### config.mk
export PLATFORM = sky130hd
export DESIGN_NAME = ballPhysicsTop
export DESIGN_NICKNAME = d
export VERILOG_FILES = /design/src/hw/ballPkg.sv /design/src/hw/ballPhysicsTop.sv /design/src/hw/collisionDecoder.sv /design/src/hw/positionIntegrator.sv /design/src/hw/velocityUnit.sv
export VERILOG_INCLUDE_DIRS = /design/src /design/src/hw
export SDC_FILE = /design/constraint.sdc
export NUM_CORES = 1
export LEC_CHECK = 0
export ABC_AREA = 1
export CELL_PAD_IN_SITES_DETAIL_PLACEMENT = 1
export CELL_PAD_IN_SITES_GLOBAL_PLACEMENT = 1
export CORE_ASPECT_RATIO = 0.7
export CORE_MARGIN = 1.5
export CORE_UTILIZATION = 50
export CTS_BUF_LIST = sky130_fd_sc_hd__clkbuf_8
export DETAILED_ROUTE_END_ITERATION = 12
export DONT_BUFFER_PORTS = 1
export PLACE_DENSITY_LB_ADDON = 0.1
export SYNTH_ARGS = -nofsm -noshare
export SYNTH_HDL_FRONTEND = slang
export SYNTH_SLANG_ARGS = --single-unit
### constraint.sdc
create_clock -name clk -period 5.2 [get_ports clk]
set_clock_uncertainty 0.2 [all_clocks]
set_input_delay 0.52 -clock clk [delete_from_list [all_inputs] [get_ports clk]]
set_output_delay 0.52 -clock clk [all_outputs]
set_load 0.01 [all_outputs]
### src/hw/ballPhysics_defines.svh
`ifndef BALL_PHYSICS_DEFINES_SVH
`define BALL_PHYSICS_DEFINES_SVH

// Start position of the ball, top left corner in screen pixels
`define BALL_INITIAL_X 300
`define BALL_INITIAL_Y 60

// Subpixel units per screen pixel
`define FIXED_POINT_MULTIPLIER 64

// Added to Y speed once per frame, in subpixel units per frame
`define GRAVITY 6

// Positive Y points down the screen, so a positive speed means falling
// and a negative speed means rising

`endif

### src/hw/ballPkg.sv
package ballPkg;

	typedef logic signed [31:0] speedT;    // Subpixels per frame
	typedef logic signed [31:0] posFixedT; // Subpixels
	typedef logic signed [10:0] pixelT;

	// One bit per side of the ball's bounding box
	// bit 0 bottom, bit 1 right, bit 2 top, bit 3 left
	typedef logic [3:0] edgeCodeT;

	// Single-cycle pulses from the rendering side
	typedef struct packed {
		logic     borderTop;
		logic     borderLeft;
		logic     borderRight;
		logic     flipper;
		logic     obstacle;
		logic     springPulse;
		logic     bumperPulse;
		logic     frame;
		edgeCodeT hitEdge;
	} collisionT;

	// Candidate velocity events for one axis, highest priority first
	typedef struct packed {
		logic reflectIfNeg;        // Reverse while own speed < 0
		logic reflectIfPos;        // Reverse while own speed > 0
		logic addImpulseIfFalling; // Add flipper speed while Y > 0
		logic copyYIfRising;       // Take Y speed while Y < 0
		logic springBoost;         // Add spring speed when it is negative
		logic springReflect;       // Reverse when spring speed is not negative
	} axisEventsT;

endpackage

### src/hw/ballPhysicsTop.sv
`timescale 1ns/1ps

module ballPhysicsTop (
	input  logic               clk,
	input  logic               resetN,
	input  logic               frameTick,
	input  logic               pause,
	input  logic               levelReset,
	input  ballPkg::collisionT collision,
	input  ballPkg::speedT     flipperSpeedX,
	input  ballPkg::speedT     springSpeedY,
	output ballPkg::pixelT     topLeftX,
	output ballPkg::pixelT     topLeftY
);

	ballPkg::axisEventsT eventsX;
	ballPkg::axisEventsT eventsY;
	ballPkg::speedT      speedX;
	ballPkg::speedT      speedY;

	// Decode, pulses to per-axis events
	collisionDecoder collisionDecoder_inst (
		.collision (collision),
		.eventsX   (eventsX),
		.eventsY   (eventsY)
	);

	// Execute, speed registers
	velocityUnit velocityUnit_inst (
		.clk           (clk),
		.resetN        (resetN),
		.frameTick     (frameTick),
		.pause         (pause),
		.levelReset    (levelReset),
		.eventsX       (eventsX),
		.eventsY       (eventsY),
		.flipperSpeedX (flipperSpeedX),
		.springSpeedY  (springSpeedY),
		.speedX        (speedX),
		.speedY        (speedY)
	);

	// Result, position and pixel output
	positionIntegrator positionIntegrator_inst (
		.clk        (clk),
		.resetN     (resetN),
		.frameTick  (frameTick),
		.pause      (pause),
		.levelReset (levelReset),
		.speedX     (speedX),
		.speedY     (speedY),
		.topLeftX   (topLeftX),
		.topLeftY   (topLeftY)
	);

endmodule

### src/hw/collisionDecoder.sv
`timescale 1ns/1ps

module collisionDecoder (
	input  ballPkg::collisionT  collision,
	output ballPkg::axisEventsT eventsX,
	output ballPkg::axisEventsT eventsY
);

	logic edgeBottom;
	logic edgeRight;
	logic edgeTop;
	logic edgeLeft;

	logic hitLeft;   // Anything that blocks the ball on its left side
	logic hitRight;
	logic hitTop;
	logic hitBottom;
	logic springHit;
	logic bumperHit;

	assign edgeBottom = collision.hitEdge[0];
	assign edgeRight  = collision.hitEdge[1];
	assign edgeTop    = collision.hitEdge[2];
	assign edgeLeft   = collision.hitEdge[3];

	// Borders, obstacles and the playfield frame act alike per side
	assign hitLeft = collision.borderLeft
		| (collision.obstacle & edgeLeft)
		| (collision.frame & edgeLeft);

	assign hitRight = collision.borderRight
		| (collision.obstacle & edgeRight)
		| (collision.frame & edgeRight);

	assign hitTop = collision.borderTop | (collision.obstacle & edgeTop);

	// The flipper always sits below the ball
	assign hitBottom = collision.flipper | (collision.obstacle & edgeBottom);

	// Spring only counts when it hits from below
	assign springHit = collision.springPulse & edgeBottom;

	// A spring hit always wins over the bumper on Y, so the bumper
	// can share the rising reflection once the spring is masked out
	assign bumperHit = collision.bumperPulse & ~springHit;

	always_comb begin
		eventsX = '0;

		eventsX.reflectIfNeg        = hitLeft;    // Moving left
		eventsX.reflectIfPos        = hitRight;   // Moving right
		eventsX.addImpulseIfFalling = collision.flipper;
		eventsX.copyYIfRising       = collision.bumperPulse;
	end

	always_comb begin
		eventsY = '0;

		eventsY.reflectIfNeg  = hitTop | bumperHit; // Rising
		eventsY.reflectIfPos  = hitBottom;          // Falling
		eventsY.springBoost   = springHit;
		eventsY.springReflect = springHit;
	end

endmodule

### src/hw/positionIntegrator.sv
`timescale 1ns/1ps
`include "ballPhysics_defines.svh"

module positionIntegrator (
	input  logic           clk,
	input  logic           resetN,
	input  logic           frameTick,
	input  logic           pause,
	input  logic           levelReset,
	input  ballPkg::speedT speedX,
	input  ballPkg::speedT speedY,
	output ballPkg::pixelT topLeftX,
	output ballPkg::pixelT topLeftY
);

	localparam ballPkg::posFixedT initPosX = `BALL_INITIAL_X * `FIXED_POINT_MULTIPLIER;
	localparam ballPkg::posFixedT initPosY = `BALL_INITIAL_Y * `FIXED_POINT_MULTIPLIER;

	ballPkg::posFixedT posX;
	ballPkg::posFixedT posY;
	ballPkg::posFixedT pixelX; // Still full width, before narrowing
	ballPkg::posFixedT pixelY;

	always_ff @(posedge clk or negedge resetN) begin
		if (!resetN) begin
			posX <= initPosX;
			posY <= initPosY;
		end
		else if (levelReset) begin
			posX <= initPosX;
			posY <= initPosY;
		end
		else if (!pause && frameTick) begin
			// Speeds seen here are the ones from before this tick
			posX <= posX + speedX;
			posY <= posY + speedY;
		end
	end

	// Signed division rounds toward zero
	assign pixelX = posX / `FIXED_POINT_MULTIPLIER;
	assign pixelY = posY / `FIXED_POINT_MULTIPLIER;

	assign topLeftX = ballPkg::pixelT'(pixelX);
	assign topLeftY = ballPkg::pixelT'(pixelY);

endmodule

### src/hw/velocityUnit.sv
`timescale 1ns/1ps
`include "ballPhysics_defines.svh"

module velocityUnit (
	input  logic                clk,
	input  logic                resetN,
	input  logic                frameTick,
	input  logic                pause,
	input  logic                levelReset,
	input  ballPkg::axisEventsT eventsX,
	input  ballPkg::axisEventsT eventsY,
	input  ballPkg::speedT      flipperSpeedX,
	input  ballPkg::speedT      springSpeedY,
	output ballPkg::speedT      speedX,
	output ballPkg::speedT      speedY
);

	ballPkg::speedT nextSpeedX;
	ballPkg::speedT nextSpeedY;

	// First eligible event on one axis, the same rules serve both axes.
	// The sign tests on Y always look at the Y speed held in the register
	function automatic ballPkg::speedT applyEvents(
		input ballPkg::axisEventsT ev,
		input ballPkg::speedT      cur,
		input ballPkg::speedT      ySpeed,
		input ballPkg::speedT      impulse,
		input ballPkg::speedT      spring
	);
		ballPkg::speedT result;
		logic           movingNeg;
		logic           movingPos;
		logic           falling;
		logic           rising;

		movingNeg = (cur < 0);
		movingPos = (cur > 0);
		falling   = (ySpeed > 0);
		rising    = (ySpeed < 0);
		result    = cur;

		if ((ev.reflectIfNeg && movingNeg) || (ev.reflectIfPos && movingPos)) begin
			result = -cur;
		end
		else if (ev.addImpulseIfFalling && falling) begin
			result = cur + impulse;
		end
		else if (ev.copyYIfRising && rising) begin
			result = ySpeed;
		end
		else if (ev.springBoost && (spring < 0)) begin
			result = cur + spring; // Spring pushes upward
		end
		else if (ev.springReflect && (spring >= 0)) begin
			result = -cur;
		end

		return result;
	endfunction

	assign nextSpeedX = applyEvents(eventsX, speedX, speedY, flipperSpeedX, springSpeedY);
	assign nextSpeedY = applyEvents(eventsY, speedY, speedY, flipperSpeedX, springSpeedY);

	always_ff @(posedge clk or negedge resetN) begin
		if (!resetN) begin
			speedX <= '0;
			speedY <= '0;
		end
		else if (levelReset) begin
			speedX <= '0;
			speedY <= '0;
		end
		else if (!pause) begin
			if (frameTick) begin
				speedY <= speedY + `GRAVITY; // Pulses in this cycle are dropped
			end
			else begin
				speedX <= nextSpeedX;
				speedY <= nextSpeedY;
			end
		end
	end

endmodule

; Yosys cells after proc, flatten, opt, wreduce, memory -nomap -nowiden
; Cells that the tools add are included.
[op_classes]
n_bitwise = 18
multipliers = 0
div = 0
addsub = 9
n_reduce_logical = 19
n_eq_ne = 2
magnitude_cmp = 6
n_mux = 16
shift = 0
[ops]
columns = cell, n
row1 = two-way mux 32 bit, 16
row2 = adder 32 bit, 4
row3 = less-than comparator 32 x 1 -> 1 bit (second input constant), 3
row4 = > comparator 32 x 1 -> 1 bit (second input constant), 2
row5 = negator 32 bit, 2
row6 = adder 32 x 4 -> 32 bit (second input constant), 1
row7 = greater-or-equal comparator 32 x 1 -> 1 bit (second input constant), 1
row8 = adder 11 x 1 -> 11 bit, 2
row9 = OR reduction 6 bit, 2
row10 = bitwise AND 1 bit, 10
row11 = logical AND 1 bit, 9
row12 = bitwise OR 1 bit, 7
row13 = nonzero test 5 bit, 1
row14 = inequality test 2 x 1 -> 1 bit (second input constant), 2
row15 = nonzero test 4 bit, 1
row16 = AND reduction 3 bit, 1
row17 = logical OR 1 bit, 2
row18 = AND reduction 2 bit, 1
row19 = nonzero test 2 bit, 1
row20 = zero test 1 bit, 1
row21 = inverter 1 bit, 1
[totals]
elab_cells = 74
ramBits = 0
mem_count = 0
mem_bits_ro = 0
latch_bits = 0
out_inout_bits = 22
register_bits = 128
input_bits = 81

; Logic depth before layout (Yosys ltp)
; Gate-level depths: netlist of run 1.
[logic_depth]
depth_word = 10
depth_mapped = 17
ltp_nobuf = 17

; Cells and area by module
; From an unflattened synthesis of run 1, not the netlist that was laid out.
[unflattened]
hier_cells = 4493
area_unflattened_um2 = 24041.8
[modules_own_cells]
columns = module, instances, area_per_inst_um2, cells_each
row1 = velocityUnit, 1, 16361.9, 3158
row2 = positionIntegrator, 1, 7541.0, 1311
row3 = collisionDecoder, 1, 138.9, 24

; Least setup slack after synthesis of run 1
; OpenSTA, ideal clock, no wires.
[synth_timing]
kind = register -> output
startpoint = reg positionIntegrator_inst.posY[1]
endpoint = out topLeftY[10]
stages_incl_launch_ff = 12
required_ns = 4.480
t_arrival_ns = 1.892
slack_ns = 2.588
path_cell_list = dfrtp_1 > inv_1 > nand4_1 > o31ai_1 > inv_1 > ha_1 > ha_1 > nand3_1 > nor3b_1 > nand3_1 > nor3_1 > xor2_1
[synth_between]
elab_chain_len = 3
[synth_rtl]
columns = item, line_no
row1 = "start, declared", positionIntegrator.sv:20  ; ballPkg::posFixedT posY;
row2 = "start signal, assigned", positionIntegrator.sv:27  ; posY <= initPosY;
row3 = "start signal, assigned", positionIntegrator.sv:31  ; posY <= initPosY;
row4 = "start signal, assigned", positionIntegrator.sv:36  ; posY <= posY + speedY;
row5 = OR reduction 6 bit (no source line), --
row6 = bitwise AND 1 bit (no source line), --
row7 = adder 11 x 1 -> 11 bit (no source line), --
row8 = "end, declared", ballPhysicsTop.sv:13  ; output ballPkg::pixelT topLeftY
; Every way passes these cells.

; Final worst setup path of run 1
[layout_timing]
startpoint = reg velocityUnit_inst.speedX[1]
endpoint = reg velocityUnit_inst.speedX[14]
[layout_between]
elab_chain_len = 7
[layout_rtl]
columns = item, line_no
row1 = "start, declared", velocityUnit.sv:14  ; output ballPkg::speedT speedX,
row2 = "start signal, assigned", velocityUnit.sv:78  ; speedX <= nextSpeedX;
row3 = less-than comparator 32 x 1 -> 1 bit / > comparator 32 x 1 -> 1 bit (equally long branches), "velocityUnit.sv:36, velocityUnit.sv:37"
row4 = logical AND 1 bit, velocityUnit.sv:42  ; if ((ev.reflectIfNeg && movingNeg) || (ev.reflectIfPos && movingPos)) begin
row5 = logical OR 1 bit, velocityUnit.sv:42
row6 = two-way mux 32 bit, velocityUnit.sv:42
row7 = two-way mux 32 bit, velocityUnit.sv:74  ; if (frameTick) begin
row8 = two-way mux 32 bit, velocityUnit.sv:73  ; else if (!pause) begin
row9 = two-way mux 32 bit, velocityUnit.sv:69  ; else if (levelReset) begin
; Parallel ways exist; a longest one is shown, timed or not. The select of a mux whose other input is x is not followed.
; A chain may end at the register's enable or synchronous reset.

==> results.cfg, run 1 <==
[run_status]
outcome = completed

[logic_synthesis]
yosysSeqAreaShare_pct = 19.1
avgSynthCellArea_sq_um = 5.93
ys.flop_type = dfrtp_1
synth_cell_types = 57
netlist_instances = 2838
ys_ff_latch = 128
netlist_area_sq_mm = 0.0168
syn_nets = 3055
synth_edf_count = 0
yosys_warnings = 0
async_flop_share_pct = 100

[place]
routabilityCongestion = 1.06
numPortBuffers = 0
dp_cells = 3220
place.detailed.hpwl_microns = 60000

[cts]
htree_levels = 4
ctsResizeCount = 0
cts_tree = yes
cts_buffers = 17
root_buffer = clkbuf_8
hold_buffers = 4
cts_setup_buffers = 0
cts_sinks = 128
insertion_delay_ps = 510
cts.clk_slew.worst_paths_ps = 80
cts_buffer_depth = 2

[drt]
viasPerCell = 6.22
drt_iter0_markers = 2306
vias = 20300
totalWireLength_microns = 74500
ant_nets = 0
drc = 0
wl_per_cell_microns = 22.9
drt-pass1-iter-count = 7

[critical_path]
cp.required_ps = 5360
start_kind = register
path_class = register to register
worst_setup_path_end_kind = register
crit_fanout = 43
crit_arrival_ps = 3810

[timing]
relSlewSlack_pct = 29.8
rsz0062_at_grt = no
period_minus_slack_ps = 3650
drv_slew = 0
worstMarginPinSlew_ps = 1050
fmaxAchievable_ghz = 0.274
tns_ps = 0
period_share_pct = 70.1
finalSetupViolCount = 0
holdWs_ps = 58.1
hold_viol = 0

[global_route]
grt.total_usage_pct = 42.8
grt_overflow = 0
grt_max_degree = 129
grt_pass1_vias = 19900
antenna_found_initial = 7
grt_pass1_wl_microns = 114000

[worst_hold_path]
hold_class = input pin to register

[die]
io_pins = 103
num_rows = 55
core_area_sq_mm = 0.0327
start_util_pct = 51.5
die_h_microns = 157
die_w_microns = 222
fp.dieArea_sq_mm = 0.0348

[power]
peakVddDrop_mv = 0.243
p_per_area_mw_per_mm2 = 407
leakage_uw = 0.00886

[layout]
layout.cells.non_filler = 3259
syn2layout_area_growth_pct = 4.73
post-route-util_pct = 53.9
fillers = 4770
fin_nets = 3033
drive_gt1_share_pct = 4.24

[flow_run]
cap_viol_max_count = 0
==> registers in the layout (all words and copies together), names as in the netlist <==
register,count
positionIntegrator_inst.posY,32
velocityUnit_inst.speedX,32
velocityUnit_inst.speedY,32
positionIntegrator_inst.posX,32
==> stage by stage <==
step           total power, uW  worst slack (ps)  area (sq um)
4_1_cts                   6960              1630         17600
2_1_floorplan             4490              2590         16800
6_report                  7180              1550         17600
3_3_place_gp              5690              1890         17100
5_1_grt                   7610              1250         17600
3_5_place_dp              5880              1730         17100
==> final timing paths <==
path                                                  start                          endpoint  slack [ps]  cells after the start
max in group asynchronous                            resetN      velocityUnit_inst.speedX[11]        3800                      2
max                             velocityUnit_inst.speedX[1]      velocityUnit_inst.speedX[14]        1550                     15
max reg2reg                     velocityUnit_inst.speedX[1]      velocityUnit_inst.speedX[14]        1550                     15
min in group asynchronous                            resetN  positionIntegrator_inst.posY[12]         410                      2
min reg2reg                positionIntegrator_inst.posX[20]  positionIntegrator_inst.posX[20]         300                      2
min                                               frameTick      velocityUnit_inst.speedY[20]          60                      4
==> metal layers <==
metal,track usage (%),share of wire [%]
met3,12.3,12
met2,61.3,40
met5,0,0.036
met1,61.4,45
met4,12.5,2.7
==> area by class of cell <==
| cell class | instances | area, sq um | share of cell area [%] |
|---|---|---|---|
| Tap cell | 427 | 534 | 3.03 |
| Antenna cell | 3 | 7.51 | 0.0426 |
| Clock buffer | 21 | 289 | 1.64 |
| Timing Repair Buffer | 12 | 118 | 0.667 |
| Clock inverter | 11 | 153 | 0.866 |
| Inverter | 341 | 1290 | 7.33 |
| Sequential cell | 128 | 3210 | 18.2 |
| Multi-Input combinational cell | 2316 | 12000 | 68.2 |
==> cell usage after synthesis (all sizes together) (4+ instances only) <==
library cell | n | area, sq um
o21ai | 187 | 940
nand3 | 234 | 1230
ha | 132 | 1650
or2 | 7 | 43.8
buf | 38 | 249
o31ai | 7 | 52.6
nor4 | 14 | 87.6
o21a | 6 | 45.0
o22ai | 17 | 106
nand3b | 18 | 135
a21oi | 224 | 1130
nor3 | 49 | 270
xnor2 | 20 | 175
fa | 4 | 80.1
nand4 | 52 | 347
a21o | 7 | 52.6
dfrtp | 120 | 3000
inv | 338 | 1270
a31oi | 7 | 43.8
dfstp | 8 | 210
o211ai | 10 | 90.1
o21bai | 16 | 120
xor2 | 73 | 639
nor2 | 326 | 1290
and2 | 4 | 25.0
clkbuf | 15 | 56.3
nand2 | 890 | 3380
==> critical path, cell delays in order (launching register included) <==
cell	delay [ps]
dfrtp_1	450
inv_1	220
ha_1	210
inv_1	70
nor3_2	210
nand3_1	170
nor2_1	190
nand2_1	90
nand3_2	110
nand2_2	510
inv_2	590
nand2_1	100
nor2_1	160
nor2_1	70
nand2_1	60
o21ai_0	80
==> where the power goes <==
part	internal, uW	leakage [uW]	switching [uW]
sequential	1200	0.00167	590
clock	530	0.000221	497
combinational	1330	0.00697	3040
total	3050	0.00886	4120
==> cell families (layout without fill, tap and decap cells) <==
family	Yosys count	count (layout)	share of synthesized area, %
AO/OA/AOI/OAI	488	488	15.7
XOR/XNOR	93	93	4.84
flip-flops	128	128	19.1
adder cells (fa/ha/maj)	136	136	10.3
buffers and inverters	394	385	9.49
other	0	3	0
AND/OR/NAND/NOR	1599	1599	40.6
==> cells in the final DEF, fill, tap and decap left out, types with 5 or more instances in the layout <==
| cell | count |
|---|---|
| nand2_2 | 5 |
| dfstp_2 | 8 |
| nor3_1 | 44 |
| o21bai_1 | 16 |
| nor4_1 | 14 |
| buf_4 | 8 |
| o211ai_1 | 7 |
| nor3_2 | 5 |
| xor2_1 | 73 |
| or2_2 | 5 |
| ha_1 | 132 |
| nand4_1 | 50 |
| dfrtp_1 | 120 |
| o21a_1 | 6 |
| nand3b_1 | 18 |
| clkbuf_8 | 21 |
| o31ai_1 | 7 |
| nand3_1 | 228 |
| nor2_2 | 7 |
| o22ai_1 | 17 |
| a21oi_1 | 222 |
| a21o_1 | 7 |
| nor2_4 | 6 |
| xnor2_1 | 20 |
| nor2_1 | 313 |
| a31oi_1 | 7 |
| o21ai_1 | 15 |
| inv_2 | 24 |
| o21ai_0 | 171 |
| inv_1 | 314 |
| nand2_1 | 882 |
No activity file was read; power rests on OpenSTA's default activity.
==> run 2: changes to the inputs <==
--- a/config.mk
+++ b/config.mk
@@ -11,7 +11,7 @@
 export CELL_PAD_IN_SITES_GLOBAL_PLACEMENT = 1
 export CORE_ASPECT_RATIO = 0.7
 export CORE_MARGIN = 1.5
-export CORE_UTILIZATION = 50
+export CORE_UTILIZATION = 42
 export CTS_BUF_LIST = sky130_fd_sc_hd__clkbuf_8
 export DETAILED_ROUTE_END_ITERATION = 12
 export DONT_BUFFER_PORTS = 1
==> constraint.sdc (replaced) <==
create_clock -name clk -period 3.28 [get_ports clk]
set_clock_uncertainty 0.2 [all_clocks]
set_input_delay 0.328 -clock clk [delete_from_list [all_inputs] [get_ports clk]]
set_output_delay 0.328 -clock clk [all_outputs]
set_load 0.01 [all_outputs]
==> run 2 against run 1 <==
The flow now finishes with violations (negative hold slack). Utilization fell by 7.9 points. Setup slack got worse by 1300 ps. Flip-flop and latch count did not move. Via count fell by 1.1%. Register-to-register slack got worse by 1300 ps. Total power rose by 60%.
==> results.cfg, run 2 (synthesis gave the netlist of run 1 again) <==
[die]
core_area_sq_mm = 0.0396
num_rows = 61
fp.dieArea_sq_mm = 0.0413
die_w_microns = 242
die_h_microns = 170
start_util_pct = 42.5
io_pins = 103

[critical_path]
worst_path_max_delay_cell = dfrtp_1
crit_arrival_ps = 2530
crit_fanout = 2
critPathLaunch = positionIntegrator_inst.posX[0]
r2r_start = velocityUnit_inst.speedX[1]
worst_setup_path_end_kind = primary output
crit_path_cell_trace = inv_1, nand4_1, o31ai_2, inv_1, ha_1, ha_1, nand3_1, nor3b_2, nand2_1, nor2_2, nand3_1, xnor2_2
cp.required_ps = 2750
critPathMaxStageDelay_ps = 380
start_kind = register
path_class = register to primary output

[timing]
drv_slew = 0
hold_viol = 128
period_share_pct = 93.4
setup_ws_ps = 218
finalSetupViolCount = 0
holdWs_ps = -731
worstMarginPinSlew_ps = 835
period_minus_slack_ps = 3060
tns_ps = 0
fmaxAchievable_ghz = 0.327
relSlewSlack_pct = 44.3

[flow_run]
cap_viol_max_count = 0

[drt]
wl_per_cell_microns = 22.6
drt-pass1-iter-count = 7
totalWireLength_microns = 77300
ant_nets = 0
drc = 0
vias = 20000
drt_iter0_markers = 1727
viasPerCell = 5.85

[layout]
final_common_cell = nand2_1
final_area_sq_mm = 0.0182
post-route-util_pct = 46.1
layout.cells.non_filler = 3424
fin_nets = 3090
drive_gt1_share_pct = 6.38
syn2layout_area_growth_pct = 8.42
final_cell_mix = 882 x nand2_1, 313 x inv_1, 312 x nor2_1, 227 x nand3_1, 222 x a21oi_1

[global_route]
grt_pass1_vias = 19600
grt_overflow = 0
grt_pass1_wl_microns = 118000
grt.total_usage_pct = 37.3
antenna_found_initial = 4
grt_max_degree = 129

[place]
place.detailed.hpwl_microns = 63100
routabilityCongestion = 1.01
placed_area_sq_mm = 0.0177
dp_cells = 3381
numPortBuffers = 0
dp_slack_ps = 243

[cts]
insertion_delay_ps = 540
cts_buffer_depth = 2
cts_sinks = 128
htree_levels = 4
cts.clk_slew.worst_paths_ps = 100
root_buffer = clkbuf_8
cts_tree = yes
hold_buffers = 5
cts_buffers = 17

[power]
power_frac_seq_pct = 24.0
p_per_area_mw_per_mm2 = 629
combPwrFrac_pct = 61.4
p_int_uw = 4960
peakVddDrop_mv = 0.381
leakage_uw = 0.00916
swShare_pct = 56.9
p_switching_uw = 6530
pwr-share-clk_pct = 14.6

[run_status]
violations = negative hold slack
outcome = finished with violations

[worst_hold_path]
hold_class = input pin to asynchronous set/reset pin
run 2: worst paths after layout:
kind / to / slack, ps / cells after the start
max in group asynchronous: velocityUnit_inst.speedY[26] / 3320 / 0
min: positionIntegrator_inst.posY[12] / -730 / 0
max reg2reg: velocityUnit_inst.speedX[14] / 250 / 15
min in group clk: velocityUnit_inst.speedY[4] / 40 / 4
max: topLeftX[10] / 220 / 12
min reg2reg: positionIntegrator_inst.posX[28] / 300 / 2
run 2: layout make-up:
class	instances	area, sq um
inverters	341	1290
multi-input cells	2316	12100
diodes	3	7.51
fillers	5595	21400
clock buffers	17	234
clock inverters	15	209
flip-flops and latches	128	3210
repair buffers	69	566
well taps	535	669
run 2: worst max-delay path, delay by kind of cell (launching register included):
| family | cells | cell delay, ps |
|---|---|---|
| AND/OR/NAND/NOR | 6 | 840 |
| flip-flops | 1 | 380 |
| adder cells (fa/ha/maj) | 2 | 360 |
| XOR/XNOR | 1 | 210 |
| buffers and inverters | 2 | 150 |
| AO/OA/AOI/OAI | 1 | 90 |
run 2: power groups by stage:
stage	combinational (uW)	clock, uW	sequential [uW]
final	7050	1680	2750
after global routing	7760	1750	2760
after CTS	6850	1700	2690
after detailed placement	6770	0	2720
after global placement	6590	0	2690
after floorplan	4820	0	2290
run 2: per-stage QoR:
step           total power (uW)  hold slack (ps)
2_1_floorplan              7110             -168
3_3_place_gp               9280             -165
3_5_place_dp               9490             -163
4_1_cts                   11200             -743
5_1_grt                   12300             -750
6_report                  11500             -731
run 2: metal layers:
layer	global-route usage [%]	part of all wire [%]
met3	9.62	10
met4	8.26	1.7
met2	53.4	40
met1	55.1	48
met5	0	0.017
run 2: repair_timing:
| action | CTS | global route |
|---|---|---|
| cloned | 0 | 0 |
| buffers inserted | 0 | 3 |
| hold endpoints to repair | 172 | 128 |
| pin swaps | 0 | 3 |
| setup endpoints to repair | 2 | 5 |
| gates resized for setup | 2 | 6 |
